===== src/logic/analog_pkg.sv =====
// Analog sample path definitions
// Sample widths and types, PDM width and register map shared by the RTL

`default_nettype none

package analog_pkg;

  ////////////////////////////////////////////////////////////////////////////
  // Sample widths
  ////////////////////////////////////////////////////////////////////////////

  localparam int unsigned ADC_W = 16;  // ADC word, 16 bit converter
  localparam int unsigned DAC_W = 14;  // DAC word, 14 bit converter
  localparam int unsigned PDM_W = 8;   // PDM level and accumulator width

  // Two's complement samples after format conversion
  typedef logic signed [ADC_W-1:0] adc_sample_t;  // acquire side
  typedef logic signed [DAC_W-1:0] dac_sample_t;  // generate side

  ////////////////////////////////////////////////////////////////////////////
  // Register map
  ////////////////////////////////////////////////////////////////////////////

  localparam int unsigned APB_AW = 8;  // APB address width

  // Control register
  // bit 0 digital loop, others read zero
  localparam logic [APB_AW-1:0] REG_CTRL = 8'h00;

  // First PDM level register
  // channel k lives at REG_PDM_BASE + 4*k
  localparam logic [APB_AW-1:0] REG_PDM_BASE = 8'h04;

endpackage : analog_pkg

`default_nettype wire


===== src/logic/adc_frontend.sv =====
// ADC front end
// Negative-slope ADC words to two's complement, with digital loopback

`timescale 1ns/1ps
`default_nettype none

module adc_frontend import analog_pkg::*; (
  input  logic             adc_clk,
  input  logic             rst_n_i,        // async, active low
  input  logic [ADC_W-1:0] adc_raw_a_i,    // raw ADC word, channel A
  input  logic [ADC_W-1:0] adc_raw_b_i,    // raw ADC word, channel B
  input  logic             digital_loop_i, // select DAC samples
  input  dac_sample_t      loop_a_i,       // saturated DAC sample A
  input  dac_sample_t      loop_b_i,       // saturated DAC sample B
  output adc_sample_t      adc_a_o,
  output adc_sample_t      adc_b_o
);

  // Keep MSB, invert the rest
  function automatic adc_sample_t adc_to_twos(input logic [ADC_W-1:0] raw);
    return {raw[ADC_W-1], ~raw[ADC_W-2:0]};
  endfunction

  // Loop sample sits in the low bits, upper bits zero (not sign extended)
  function automatic adc_sample_t loop_pad(input dac_sample_t smp);
    return {{(ADC_W-DAC_W){1'b0}}, smp};
  endfunction

  // One register stage for both sources
  always_ff @(posedge adc_clk or negedge rst_n_i) begin
    if (!rst_n_i) begin
      adc_a_o <= '0;
      adc_b_o <= '0;
    end else begin
      adc_a_o <= digital_loop_i ? loop_pad(loop_a_i) : adc_to_twos(adc_raw_a_i);
      adc_b_o <= digital_loop_i ? loop_pad(loop_b_i) : adc_to_twos(adc_raw_b_i);
    end
  end

endmodule : adc_frontend

`default_nettype wire


===== src/logic/ams_regs.sv =====
// Analog configuration registers
// APB slave with the digital loopback bit and the PDM output levels

`timescale 1ns/1ps
`default_nettype none

module ams_regs import analog_pkg::*; #(
  parameter int unsigned NUM_PDM = 4        // number of PDM channels
) (
  input  logic                     adc_clk,
  input  logic                     rst_n_i,       // async, active low
  // APB slave
  input  logic [APB_AW-1:0]        paddr_i,
  input  logic                     psel_i,
  input  logic                     penable_i,
  input  logic                     pwrite_i,
  input  logic [31:0]              pwdata_i,
  output logic [31:0]              prdata_o,
  output logic                     pready_o,
  output logic                     pslverr_o,
  // Configuration outputs
  output logic                     digital_loop_o,  // ADC replaced by DAC
  output logic [NUM_PDM*PDM_W-1:0] pdm_level_o      // packed PDM levels
);

  ////////////////////////////////////////////////////////////////////////////
  // Address decode
  ////////////////////////////////////////////////////////////////////////////

  logic                             access;    // APB access phase
  logic                             ctrl_hit;
  logic                             pdm_hit;
  logic [APB_AW-1:0]                pdm_off;   // offset from first level reg
  logic [APB_AW-3:0]                pdm_idx;   // level register index
  logic                             digital_loop_q;
  logic [NUM_PDM-1:0][PDM_W-1:0]    pdm_level_q;

  assign access   = psel_i & penable_i;
  assign ctrl_hit = (paddr_i == REG_CTRL);

  assign pdm_off = paddr_i - REG_PDM_BASE;
  assign pdm_idx = pdm_off[APB_AW-1:2];     // word index
  assign pdm_hit = (paddr_i >= REG_PDM_BASE)
                && (pdm_off[1:0] == 2'b00)   // word aligned only
                && (pdm_idx < NUM_PDM);

  // No wait states
  assign pready_o  = 1'b1;
  assign pslverr_o = access & ~(ctrl_hit | pdm_hit);  // unmapped offset

  ////////////////////////////////////////////////////////////////////////////
  // Register write
  ////////////////////////////////////////////////////////////////////////////

  always_ff @(posedge adc_clk or negedge rst_n_i) begin
    if (!rst_n_i) begin
      digital_loop_q <= 1'b0;             // loop off
      pdm_level_q    <= '0;               // all PDM outputs low
    end else if (access && pwrite_i) begin
      if (ctrl_hit)
        digital_loop_q <= pwdata_i[0];
      if (pdm_hit)
        pdm_level_q[pdm_idx] <= pwdata_i[PDM_W-1:0];
    end
  end

  // Read mux, zero extended
  always_comb begin
    prdata_o = '0;                        // unmapped reads return zero
    if (ctrl_hit) begin
      prdata_o[0] = digital_loop_q;
    end else if (pdm_hit) begin
      prdata_o[PDM_W-1:0] = pdm_level_q[pdm_idx];
    end
  end

  assign digital_loop_o = digital_loop_q;
  assign pdm_level_o    = pdm_level_q;    // channel 0 in the low byte

endmodule : ams_regs

`default_nettype wire


===== src/logic/analog_top.sv =====
// Analog sample path top
// Register block, ADC front end, DAC output stage and PDM outputs

`timescale 1ns/1ps
`default_nettype none

module analog_top import analog_pkg::*; #(
  parameter int unsigned NUM_PDM = 4        // slow analog outputs
) (
  input  logic               adc_clk,
  input  logic               rst_n_i,       // async, active low
  // APB slave
  input  logic [APB_AW-1:0]  paddr_i,
  input  logic               psel_i,
  input  logic               penable_i,
  input  logic               pwrite_i,
  input  logic [31:0]        pwdata_i,
  output logic [31:0]        prdata_o,
  output logic               pready_o,
  output logic               pslverr_o,
  // ADC
  input  logic [ADC_W-1:0]   adc_raw_a_i,   // negative-slope words
  input  logic [ADC_W-1:0]   adc_raw_b_i,
  output adc_sample_t        adc_a_o,       // two's complement
  output adc_sample_t        adc_b_o,
  // DAC sources
  input  dac_sample_t        asg_a_i,       // generator
  input  dac_sample_t        asg_b_i,
  input  dac_sample_t        pid_a_i,       // controller
  input  dac_sample_t        pid_b_i,
  // DAC codes, one per channel
  output logic [DAC_W-1:0]   dac_code_a_o,
  output logic [DAC_W-1:0]   dac_code_b_o,
  // PDM
  output logic [NUM_PDM-1:0] pdm_o
);

  ////////////////////////////////////////////////////////////////////////////
  // Local signals
  ////////////////////////////////////////////////////////////////////////////

  logic                     digital_loop;  // loopback select
  logic [NUM_PDM*PDM_W-1:0] pdm_level;     // packed PDM levels
  dac_sample_t              sat_a;         // saturated DAC samples
  dac_sample_t              sat_b;

  // Configuration
  ams_regs #(
    .NUM_PDM (NUM_PDM)
  ) u_regs (
    .adc_clk        (adc_clk),
    .rst_n_i        (rst_n_i),
    .paddr_i        (paddr_i),
    .psel_i         (psel_i),
    .penable_i      (penable_i),
    .pwrite_i       (pwrite_i),
    .pwdata_i       (pwdata_i),
    .prdata_o       (prdata_o),
    .pready_o       (pready_o),
    .pslverr_o      (pslverr_o),
    .digital_loop_o (digital_loop),
    .pdm_level_o    (pdm_level)
  );

  // Stage 1
  adc_frontend u_adc (
    .adc_clk        (adc_clk),
    .rst_n_i        (rst_n_i),
    .adc_raw_a_i    (adc_raw_a_i),
    .adc_raw_b_i    (adc_raw_b_i),
    .digital_loop_i (digital_loop),
    .loop_a_i       (sat_a),               // same cycle as DAC sum
    .loop_b_i       (sat_b),
    .adc_a_o        (adc_a_o),
    .adc_b_o        (adc_b_o)
  );

  // Stage 2
  dac_output_stage u_dac (
    .adc_clk      (adc_clk),
    .rst_n_i      (rst_n_i),
    .asg_a_i      (asg_a_i),
    .asg_b_i      (asg_b_i),
    .pid_a_i      (pid_a_i),
    .pid_b_i      (pid_b_i),
    .sat_a_o      (sat_a),
    .sat_b_o      (sat_b),
    .dac_code_a_o (dac_code_a_o),
    .dac_code_b_o (dac_code_b_o)
  );

  // Slow analog outputs
  pdm_modulator #(
    .NUM_PDM (NUM_PDM)
  ) u_pdm (
    .adc_clk     (adc_clk),
    .rst_n_i     (rst_n_i),
    .pdm_level_i (pdm_level),
    .pdm_o       (pdm_o)
  );

endmodule : analog_top

`default_nettype wire


===== src/logic/dac_output_stage.sv =====
// DAC output stage
// Generator plus PID sum, 14 bit saturation and negative-slope DAC code

`timescale 1ns/1ps
`default_nettype none

module dac_output_stage import analog_pkg::*; (
  input  logic             adc_clk,
  input  logic             rst_n_i,       // async, active low
  input  dac_sample_t      asg_a_i,       // generator, channel A
  input  dac_sample_t      asg_b_i,       // generator, channel B
  input  dac_sample_t      pid_a_i,       // controller, channel A
  input  dac_sample_t      pid_b_i,       // controller, channel B
  output dac_sample_t      sat_a_o,       // saturated sum A, combinational
  output dac_sample_t      sat_b_o,       // saturated sum B, combinational
  output logic [DAC_W-1:0] dac_code_a_o,  // registered DAC code A
  output logic [DAC_W-1:0] dac_code_b_o   // registered DAC code B
);

  ////////////////////////////////////////////////////////////////////////////
  // Sum and saturation
  ////////////////////////////////////////////////////////////////////////////

  logic signed [DAC_W:0] sum_a;  // one guard bit
  logic signed [DAC_W:0] sum_b;

  assign sum_a = asg_a_i + pid_a_i;  // operands sign extended to 15 bits
  assign sum_b = asg_b_i + pid_b_i;

  // Top two bits differ -> overflow, clamp to -8192 or 8191
  function automatic dac_sample_t saturate(input logic signed [DAC_W:0] sum);
    if (sum[DAC_W] ^ sum[DAC_W-1])
      return {sum[DAC_W], {(DAC_W-1){~sum[DAC_W]}}};
    else
      return sum[DAC_W-1:0];
  endfunction

  assign sat_a_o = saturate(sum_a);
  assign sat_b_o = saturate(sum_b);

  ////////////////////////////////////////////////////////////////////////////
  // DAC code register
  ////////////////////////////////////////////////////////////////////////////

  // Keep MSB, invert the rest
  function automatic logic [DAC_W-1:0] dac_code(input dac_sample_t smp);
    return {smp[DAC_W-1], ~smp[DAC_W-2:0]};
  endfunction

  always_ff @(posedge adc_clk or negedge rst_n_i) begin
    if (!rst_n_i) begin
      dac_code_a_o <= '0;
      dac_code_b_o <= '0;
    end else begin
      dac_code_a_o <= dac_code(sat_a_o);  // new sample every cycle
      dac_code_b_o <= dac_code(sat_b_o);
    end
  end

endmodule : dac_output_stage

`default_nettype wire


===== src/logic/pdm_modulator.sv =====
// First-order PDM outputs
// Accumulator carry per channel gives level ones per 256 cycles

`timescale 1ns/1ps
`default_nettype none

module pdm_modulator import analog_pkg::*; #(
  parameter int unsigned NUM_PDM = 4             // number of PDM channels
) (
  input  logic                     adc_clk,
  input  logic                     rst_n_i,      // async, active low
  input  logic [NUM_PDM*PDM_W-1:0] pdm_level_i,  // packed levels, ch 0 low
  output logic [NUM_PDM-1:0]       pdm_o         // one bit per channel
);

  for (genvar k = 0; k < NUM_PDM; k++) begin : g_ch
    logic [PDM_W-1:0] acc;    // phase accumulator
    logic [PDM_W:0]   acc_nx; // carry plus next phase

    // Level added every cycle
    assign acc_nx = acc + pdm_level_i[k*PDM_W +: PDM_W];

    always_ff @(posedge adc_clk or negedge rst_n_i) begin
      if (!rst_n_i) begin
        acc      <= '0;
        pdm_o[k] <= 1'b0;
      end else begin
        acc      <= acc_nx[PDM_W-1:0];
        pdm_o[k] <= acc_nx[PDM_W];    // carry out as density bit
      end
    end
  end : g_ch

endmodule : pdm_modulator

`default_nettype wire


===== config.mk =====
export PLATFORM = sky130hd
export DESIGN_NAME = analog_top
export DESIGN_NICKNAME = d
export VERILOG_FILES = /design/src/logic/analog_pkg.sv /design/src/logic/adc_frontend.sv /design/src/logic/ams_regs.sv /design/src/logic/analog_top.sv /design/src/logic/dac_output_stage.sv /design/src/logic/pdm_modulator.sv
export SDC_FILE = /design/constraint.sdc
export NUM_CORES = 1
export LEC_CHECK = 0
export ABC_AREA = 1
export BUFFER_PORTS_ARGS = -buffer_cell sky130_fd_sc_hd__buf_2
export CAP_MARGIN = 20
export CORE_MARGIN = 5
export CORE_UTILIZATION = 35
export DETAILED_ROUTE_END_ITERATION = 10
export GPL_TIMING_DRIVEN = 0
export PLACE_DENSITY_LB_ADDON = 0.2
export SLEW_MARGIN = 5
export SYNTH_ARGS = -nofsm -noshare
export SYNTH_HDL_FRONTEND = slang
export SYNTH_SLANG_ARGS = --single-unit

===== constraint.sdc =====
create_clock -name adc_clk -period 2 [get_ports adc_clk]
set_clock_uncertainty 0.1 [all_clocks]
set_input_delay 0.1 -clock adc_clk [delete_from_list [all_inputs] [get_ports adc_clk]]
set_output_delay 0.1 -clock adc_clk [all_outputs]
set_load 0.1 [all_outputs]

# Word-level counts from Yosys, hierarchy flattened
# Index checks and enable logic that the tools add are counted.
[word_totals] out_inout_bits=98 input_bits=133 word_cells=60 register_bits=129
[op_classes] order_cmp=4 bitwise_logic=12 reduce_logical=8 n_addsub=7 n_mux=12
[ops] operator="$add 8x8->9" count=4
[ops] operator="$bwmux 32" count=1
[ops] operator="$mux 16" count=2
[ops] operator="$add 14x14->15" count=2
[ops] operator="$not 15->15" count=2
[ops] operator="$mux 14" count=2
[ops] operator="$not 13->13" count=2
[ops] operator="$mux 8" count=3
[ops] operator="$bmux 8 s2" count=1
[ops] operator="$demux 8 s2" count=1
[ops] operator="$lt 6x3->1 const B" count=2
[ops] operator="$ge 8x3->1 const B" count=1
[ops] operator="$logic_not 8->1" count=1
[ops] operator="$sub 8x3->8 const B" count=1
[ops] operator="$mux 7" count=1
[ops] operator="$ge 6x1->1 const B" count=1
[ops] operator="$logic_and 1x1->1" count=4
[ops] operator="$reduce_and 2->1" count=2
[ops] operator="$not 1->1" count=3
[ops] operator="$and 1x1->1" count=2
[ops] operator="$logic_not 2->1" count=1
[ops] operator="$xor 1x1->1" count=2
[ops] operator="$mux 1" count=1
[ops] operator="$or 1x1->1" count=1

# Longest topological paths before layout
[logic_depth] word_depth=7 depth_mapped=15 depth_no_buf=15

# Modules after synthesis
# Synthesis repeated with hierarchy kept, for this count alone.
[unflattened] hier_cells=1077 area_unflattened_um2=8491.9
[modules_own_cells] module="dac_output_stage" seq_area_each_um2=700.7 n_inst=1 cells_per_inst=416 area_each_um2=2728.9
[modules_own_cells] module="pdm_modulator" seq_area_each_um2=900.9 n_inst=1 cells_per_inst=279 area_each_um2=2342.2
[modules_own_cells] module="ams_regs" seq_area_each_um2=825.8 n_inst=1 cells_per_inst=281 area_each_um2=2159.6
[modules_own_cells] module="adc_frontend" seq_area_each_um2=800.8 n_inst=1 cells_per_inst=101 area_each_um2=1261.2

# Worst setup path before layout
# OpenSTA, ideal clock, no wires.
[synth_timing] path_kind="in2out" startpoint="input port paddr_i[2]" endpoint="output port prdata_o[5]" path_stages=7 required_ns=1.800 slack_ns=-1.618 arrival_time_ns=3.418 cell_sequence="inv_2 -> clkbuf_1 -> ha_1 -> clkbuf_1 -> o21ai_0 -> a21oi_1 -> a211oi_1"
[synth_via] elab_chain_len=5
[synth_rtl] item="start, declared" line_no="analog_top.sv:13" text="input logic [APB_AW-1:0] paddr_i,"
[synth_rtl] item="$sub 8x3->8 or $ge 8x3->1 (tied branches)" line_no="ams_regs.sv:41, ams_regs.sv:43"
[synth_rtl] item="$lt 6x3->1, or another cell as far along" line_no="ams_regs.sv:45" text="&& (pdm_idx < NUM_PDM);"
[synth_rtl] item="$logic_and 1x1->1 or $mux 8 (tied branches)" line_no="ams_regs.sv:45, ams_regs.sv:73"
[synth_rtl] item="$mux 8" line_no="ams_regs.sv:72" text="end else if (pdm_hit) begin"
[synth_rtl] item="$mux 7 *" line_no="ams_regs.sv:70" text="if (ctrl_hit) begin"
[synth_rtl] item="end, declared" line_no="analog_top.sv:18" text="output logic [31:0] prdata_o,"
# Mark *: on every way between the ends. The rest lies on a longest branch, timed or not. The select of a mux whose other input is x is not followed.

# Worst setup path after layout
[layout_timing] startpoint="input port paddr_i[2]" endpoint="output port pslverr_o"
[layout_via] elab_chain_len=6
[layout_rtl] item="$sub 8x3->8 or $ge 8x3->1 (tied branches)" line_no="ams_regs.sv:41, ams_regs.sv:43"
[layout_rtl] item="$lt 6x3->1 or $logic_and 1x1->1 (tied branches)" line_no="ams_regs.sv:45, ams_regs.sv:44"
[layout_rtl] item="$logic_and 1x1->1" line_no="ams_regs.sv:45"
[layout_rtl] item="$or 1x1->1 *" line_no="ams_regs.sv:49" text="assign pslverr_o = access & ~(ctrl_hit | pdm_hit);"
[layout_rtl] item="$not 1->1 *" line_no="ams_regs.sv:49"
[layout_rtl] item="$and 1x1->1 *" line_no="ams_regs.sv:49"
[layout_rtl] item="end, declared" line_no="analog_top.sv:20" text="output logic pslverr_o,"
# Mark *: on every way between the ends. The rest lies on a longest branch, timed or not.

==> results.yml <==
critical_path:
  crit_path_end_kind: "output port"
  start_kind: "input pin"
  crit_required_ns: 1.80
  cp.arrival_ns: 1.71
  path_class: "in -> out"
  cp_max_fo: 12
global_route:
  grt_pass1_vias: 6900
  grt_max_degree: 75
  grt_pass1_wl_um: 34900
  antenna_found_initial: 1
  overflow: 0
  grt.total_usage: 0.168
clock_network:
  cts.path.max_buffers: 2
  cts_tree: "done"
  cts-root-buf: "clkbuf_16"
  clk_latency_ns: 0.42
  cts_buffers: 17
  htreeDepth: 4
  cts.clk_slew.worst_paths_ns: 0.07
  clock_sinks: 129
job:
  max_cap_viol_count: 0
synth:
  synth_cells: 956
  synthesis.area_mm2: 0.00781
  ys_top_cells_by_count: "nand2_1, dfrtp_1, inv_1, ha_1, a21oi_1"
  synth_top_family_by_area: "simple AND/OR/NAND/NOR gates"
  muxShareOfSynthArea: 0
  syn_avg_cell_area_um2: 8.17
  yosysSeqAreaShare: 0.413
  synthAdderAreaFrac: 0.120
  synthSimpleGateAreaFrac: 0.229
  synth_compound_area_frac: 0.102
  yosys-top-cells-area: "dfrtp_1, nand2_1, ha_1, inv_1, a21oi_1"
  synthFlopType: "dfrtp_1"
  synth_xor_area_frac: 0.0460
  yosysTopAreaCell: "dfrtp_1"
  synth_top_area_share: 0.413
  async_flop_share: 1.00
  synth-edff-count: 0
  synth.yosys.warnings: 0
  yosysUniqueCellTypes: 37
  yosysMostFrequentCell: "nand2_1"
  ys_ff_latch: 129
die:
  die_x_um: 159
  start_util: 0.357
  rows: 54
  dieArea_mm2: 0.0254
  ios: 231
  die_h_um: 159
  core_mm2: 0.0219
placed_design:
  routabilityCongestion: 0.823
  dp_hpwl_um: 16700
  io_buffer_count: 181
  dpl_cell_area_mm2: 0.00933
sta:
  worst_pin_slew_ns: 0.612
  hold_viol: 0
  hold_ws_ns: 0.0412
  max_freq_mhz: 523
  slew-limit-headroom: 0.592
  slew_viol_final: 0
  min_period_over_period: 0.957
  finalSetupViolCount: 0
  period_minus_slack_ns: 1.91
finish:
  postLayoutCellArea_mm2: 0.0106
  nNetsFinal: 1432
  multi_input_area_mm2: 0.00415
  regArea_mm2: 0.00323
  area_growth_syn_to_layout_pct: 35.4
  final_util: 0.483
  fillers: 2175
  drive_above_1_share: 0.264
route:
  via_per_inst: 4.48
  drc_errors: 0
  first_pass_iters: 5
  drtIter0Drc: 315
  via_count: 6824
  ant_nets: 0
  drt_wl_total_um: 21000
  post_drt_wl_per_cell_um: 13.8
min_path:
  hp-class: "in -> reg"
pwr:
  total_power_mw: 11.4
  ir_drop_v: 0.000445
  powerDensity_mw_per_mm2: 1080
  p_leak_nw: 5.72
run_status:
  status: "finished clean"
==> report_power, final <==
part           switching [mW]  leakage [nW]  internal, mW
logic                    3.46          3.89          1.34
clock network            1.19         0.302          2.06
registers               0.172          1.53          3.19
total                    4.82          5.72          6.59
==> cells in the final DEF (no fill, tap or decap), types with 33 or more instances in the layout <==
cell	synthesis	layout
nand2_1	285	281
buf_2	3	173
dfrtp_1	129	129
inv_1	108	108
ha_1	65	62
a21oi_1	62	60
o21ai_0	56	47
dlygate4sd3_1	0	44
nor2_1	38	38
nand3_1	34	33
==> worst paths after layout <==
| kind | slack [ns] | end | depth (start not counted) | startpoint |
|---|---|---|---|---|
| worst max register to register | 0.13 | u_pdm.pdm_o[1] | 10 | u_regs.pdm_level_o[8] |
| max in group asynchronous | 0.94 | u_dac.dac_code_a_o[9] | 3 | rst_n_i |
| min in group asynchronous | 0.12 | u_pdm.g_ch[1].acc[4] | 2 | rst_n_i |
| worst max-delay path | 0.09 | pslverr_o | 10 | paddr_i[2] |
| worst min-delay path | 0.04 | u_dac.dac_code_b_o[1] | 5 | pid_b_i[1] |
| worst min register to register | 0.37 | u_pdm.g_ch[3].acc[0] | 1 | u_pdm.g_ch[3].acc[0] |
==> final cells by class <==
class | count | area share
multi-input cells | 697 | 0.392
clock buffers | 20 | 0.0441
diodes | 1 | 0.000237
plain buffers | 41 | 0.0274
repair buffers | 230 | 0.143
well taps | 280 | 0.0331
flip-flops and latches | 129 | 0.305
inverters | 112 | 0.0400
clock inverters | 12 | 0.0147
==> critical path, cell delays in order <==
cell      delay, ns
buf_2          0.18
inv_4          0.07
clkbuf_8       0.18
ha_4           0.17
nand3_1        0.07
o21ai_0        0.08
and3_4         0.19
or3_1          0.31
inv_1          0.06
buf_4          0.29
==> logic make-up (layout without fill, tap and decap cells) <==
group	count (synthesis)	count (layout)
XOR/XNOR	41	41
flip-flops	129	129
other	2	26
buffers and inverters	153	415
AND/OR/NAND/NOR	417	417
AO/OA/AOI/OAI	143	143
adder cells (fa/ha/maj)	71	71
==> state kept, by name, summed over array words and instances, names as in the netlist <==
name                   count
u_adc.adc_b_o             16
u_dac.dac_code_a_o        14
u_adc.adc_a_o             16
u_pdm.pdm_o                4
u_regs.pdm_level_o        32
u_regs.digital_loop_o      1
u_dac.dac_code_b_o        14
u_pdm.g_ch.acc            32
==> layer usage <==
metal	share of wire	track usage
met5	0	0
met4	0.020	0.0574
met3	0.064	0.0435
met2	0.48	0.275
met1	0.44	0.216
==> metrics by stage <==
step | worst slack [ns] | TNS (ns) | instances
final | 0.0863 | 0 | 1522
after global routing | -0.0231 | -0.0231 | 1522
after CTS | 0.0278 | 0 | 1517
after detailed placement | -0.301 | -13.78 | 1441
after global placement | -1.19 | -164.23 | 1440
after floorplan | -0.0331 | -0.0331 | 979
==> what timing repair did <==
action,CTS,global route
gates resized for setup,23,29
setup endpoints to repair,12,41
pin swaps,0,9
hold buffers,44,0
setup buffers,0,3
endpoints found under the hold margin,122,0
gates cloned,0,1
(Power assumes the default switching activity.)
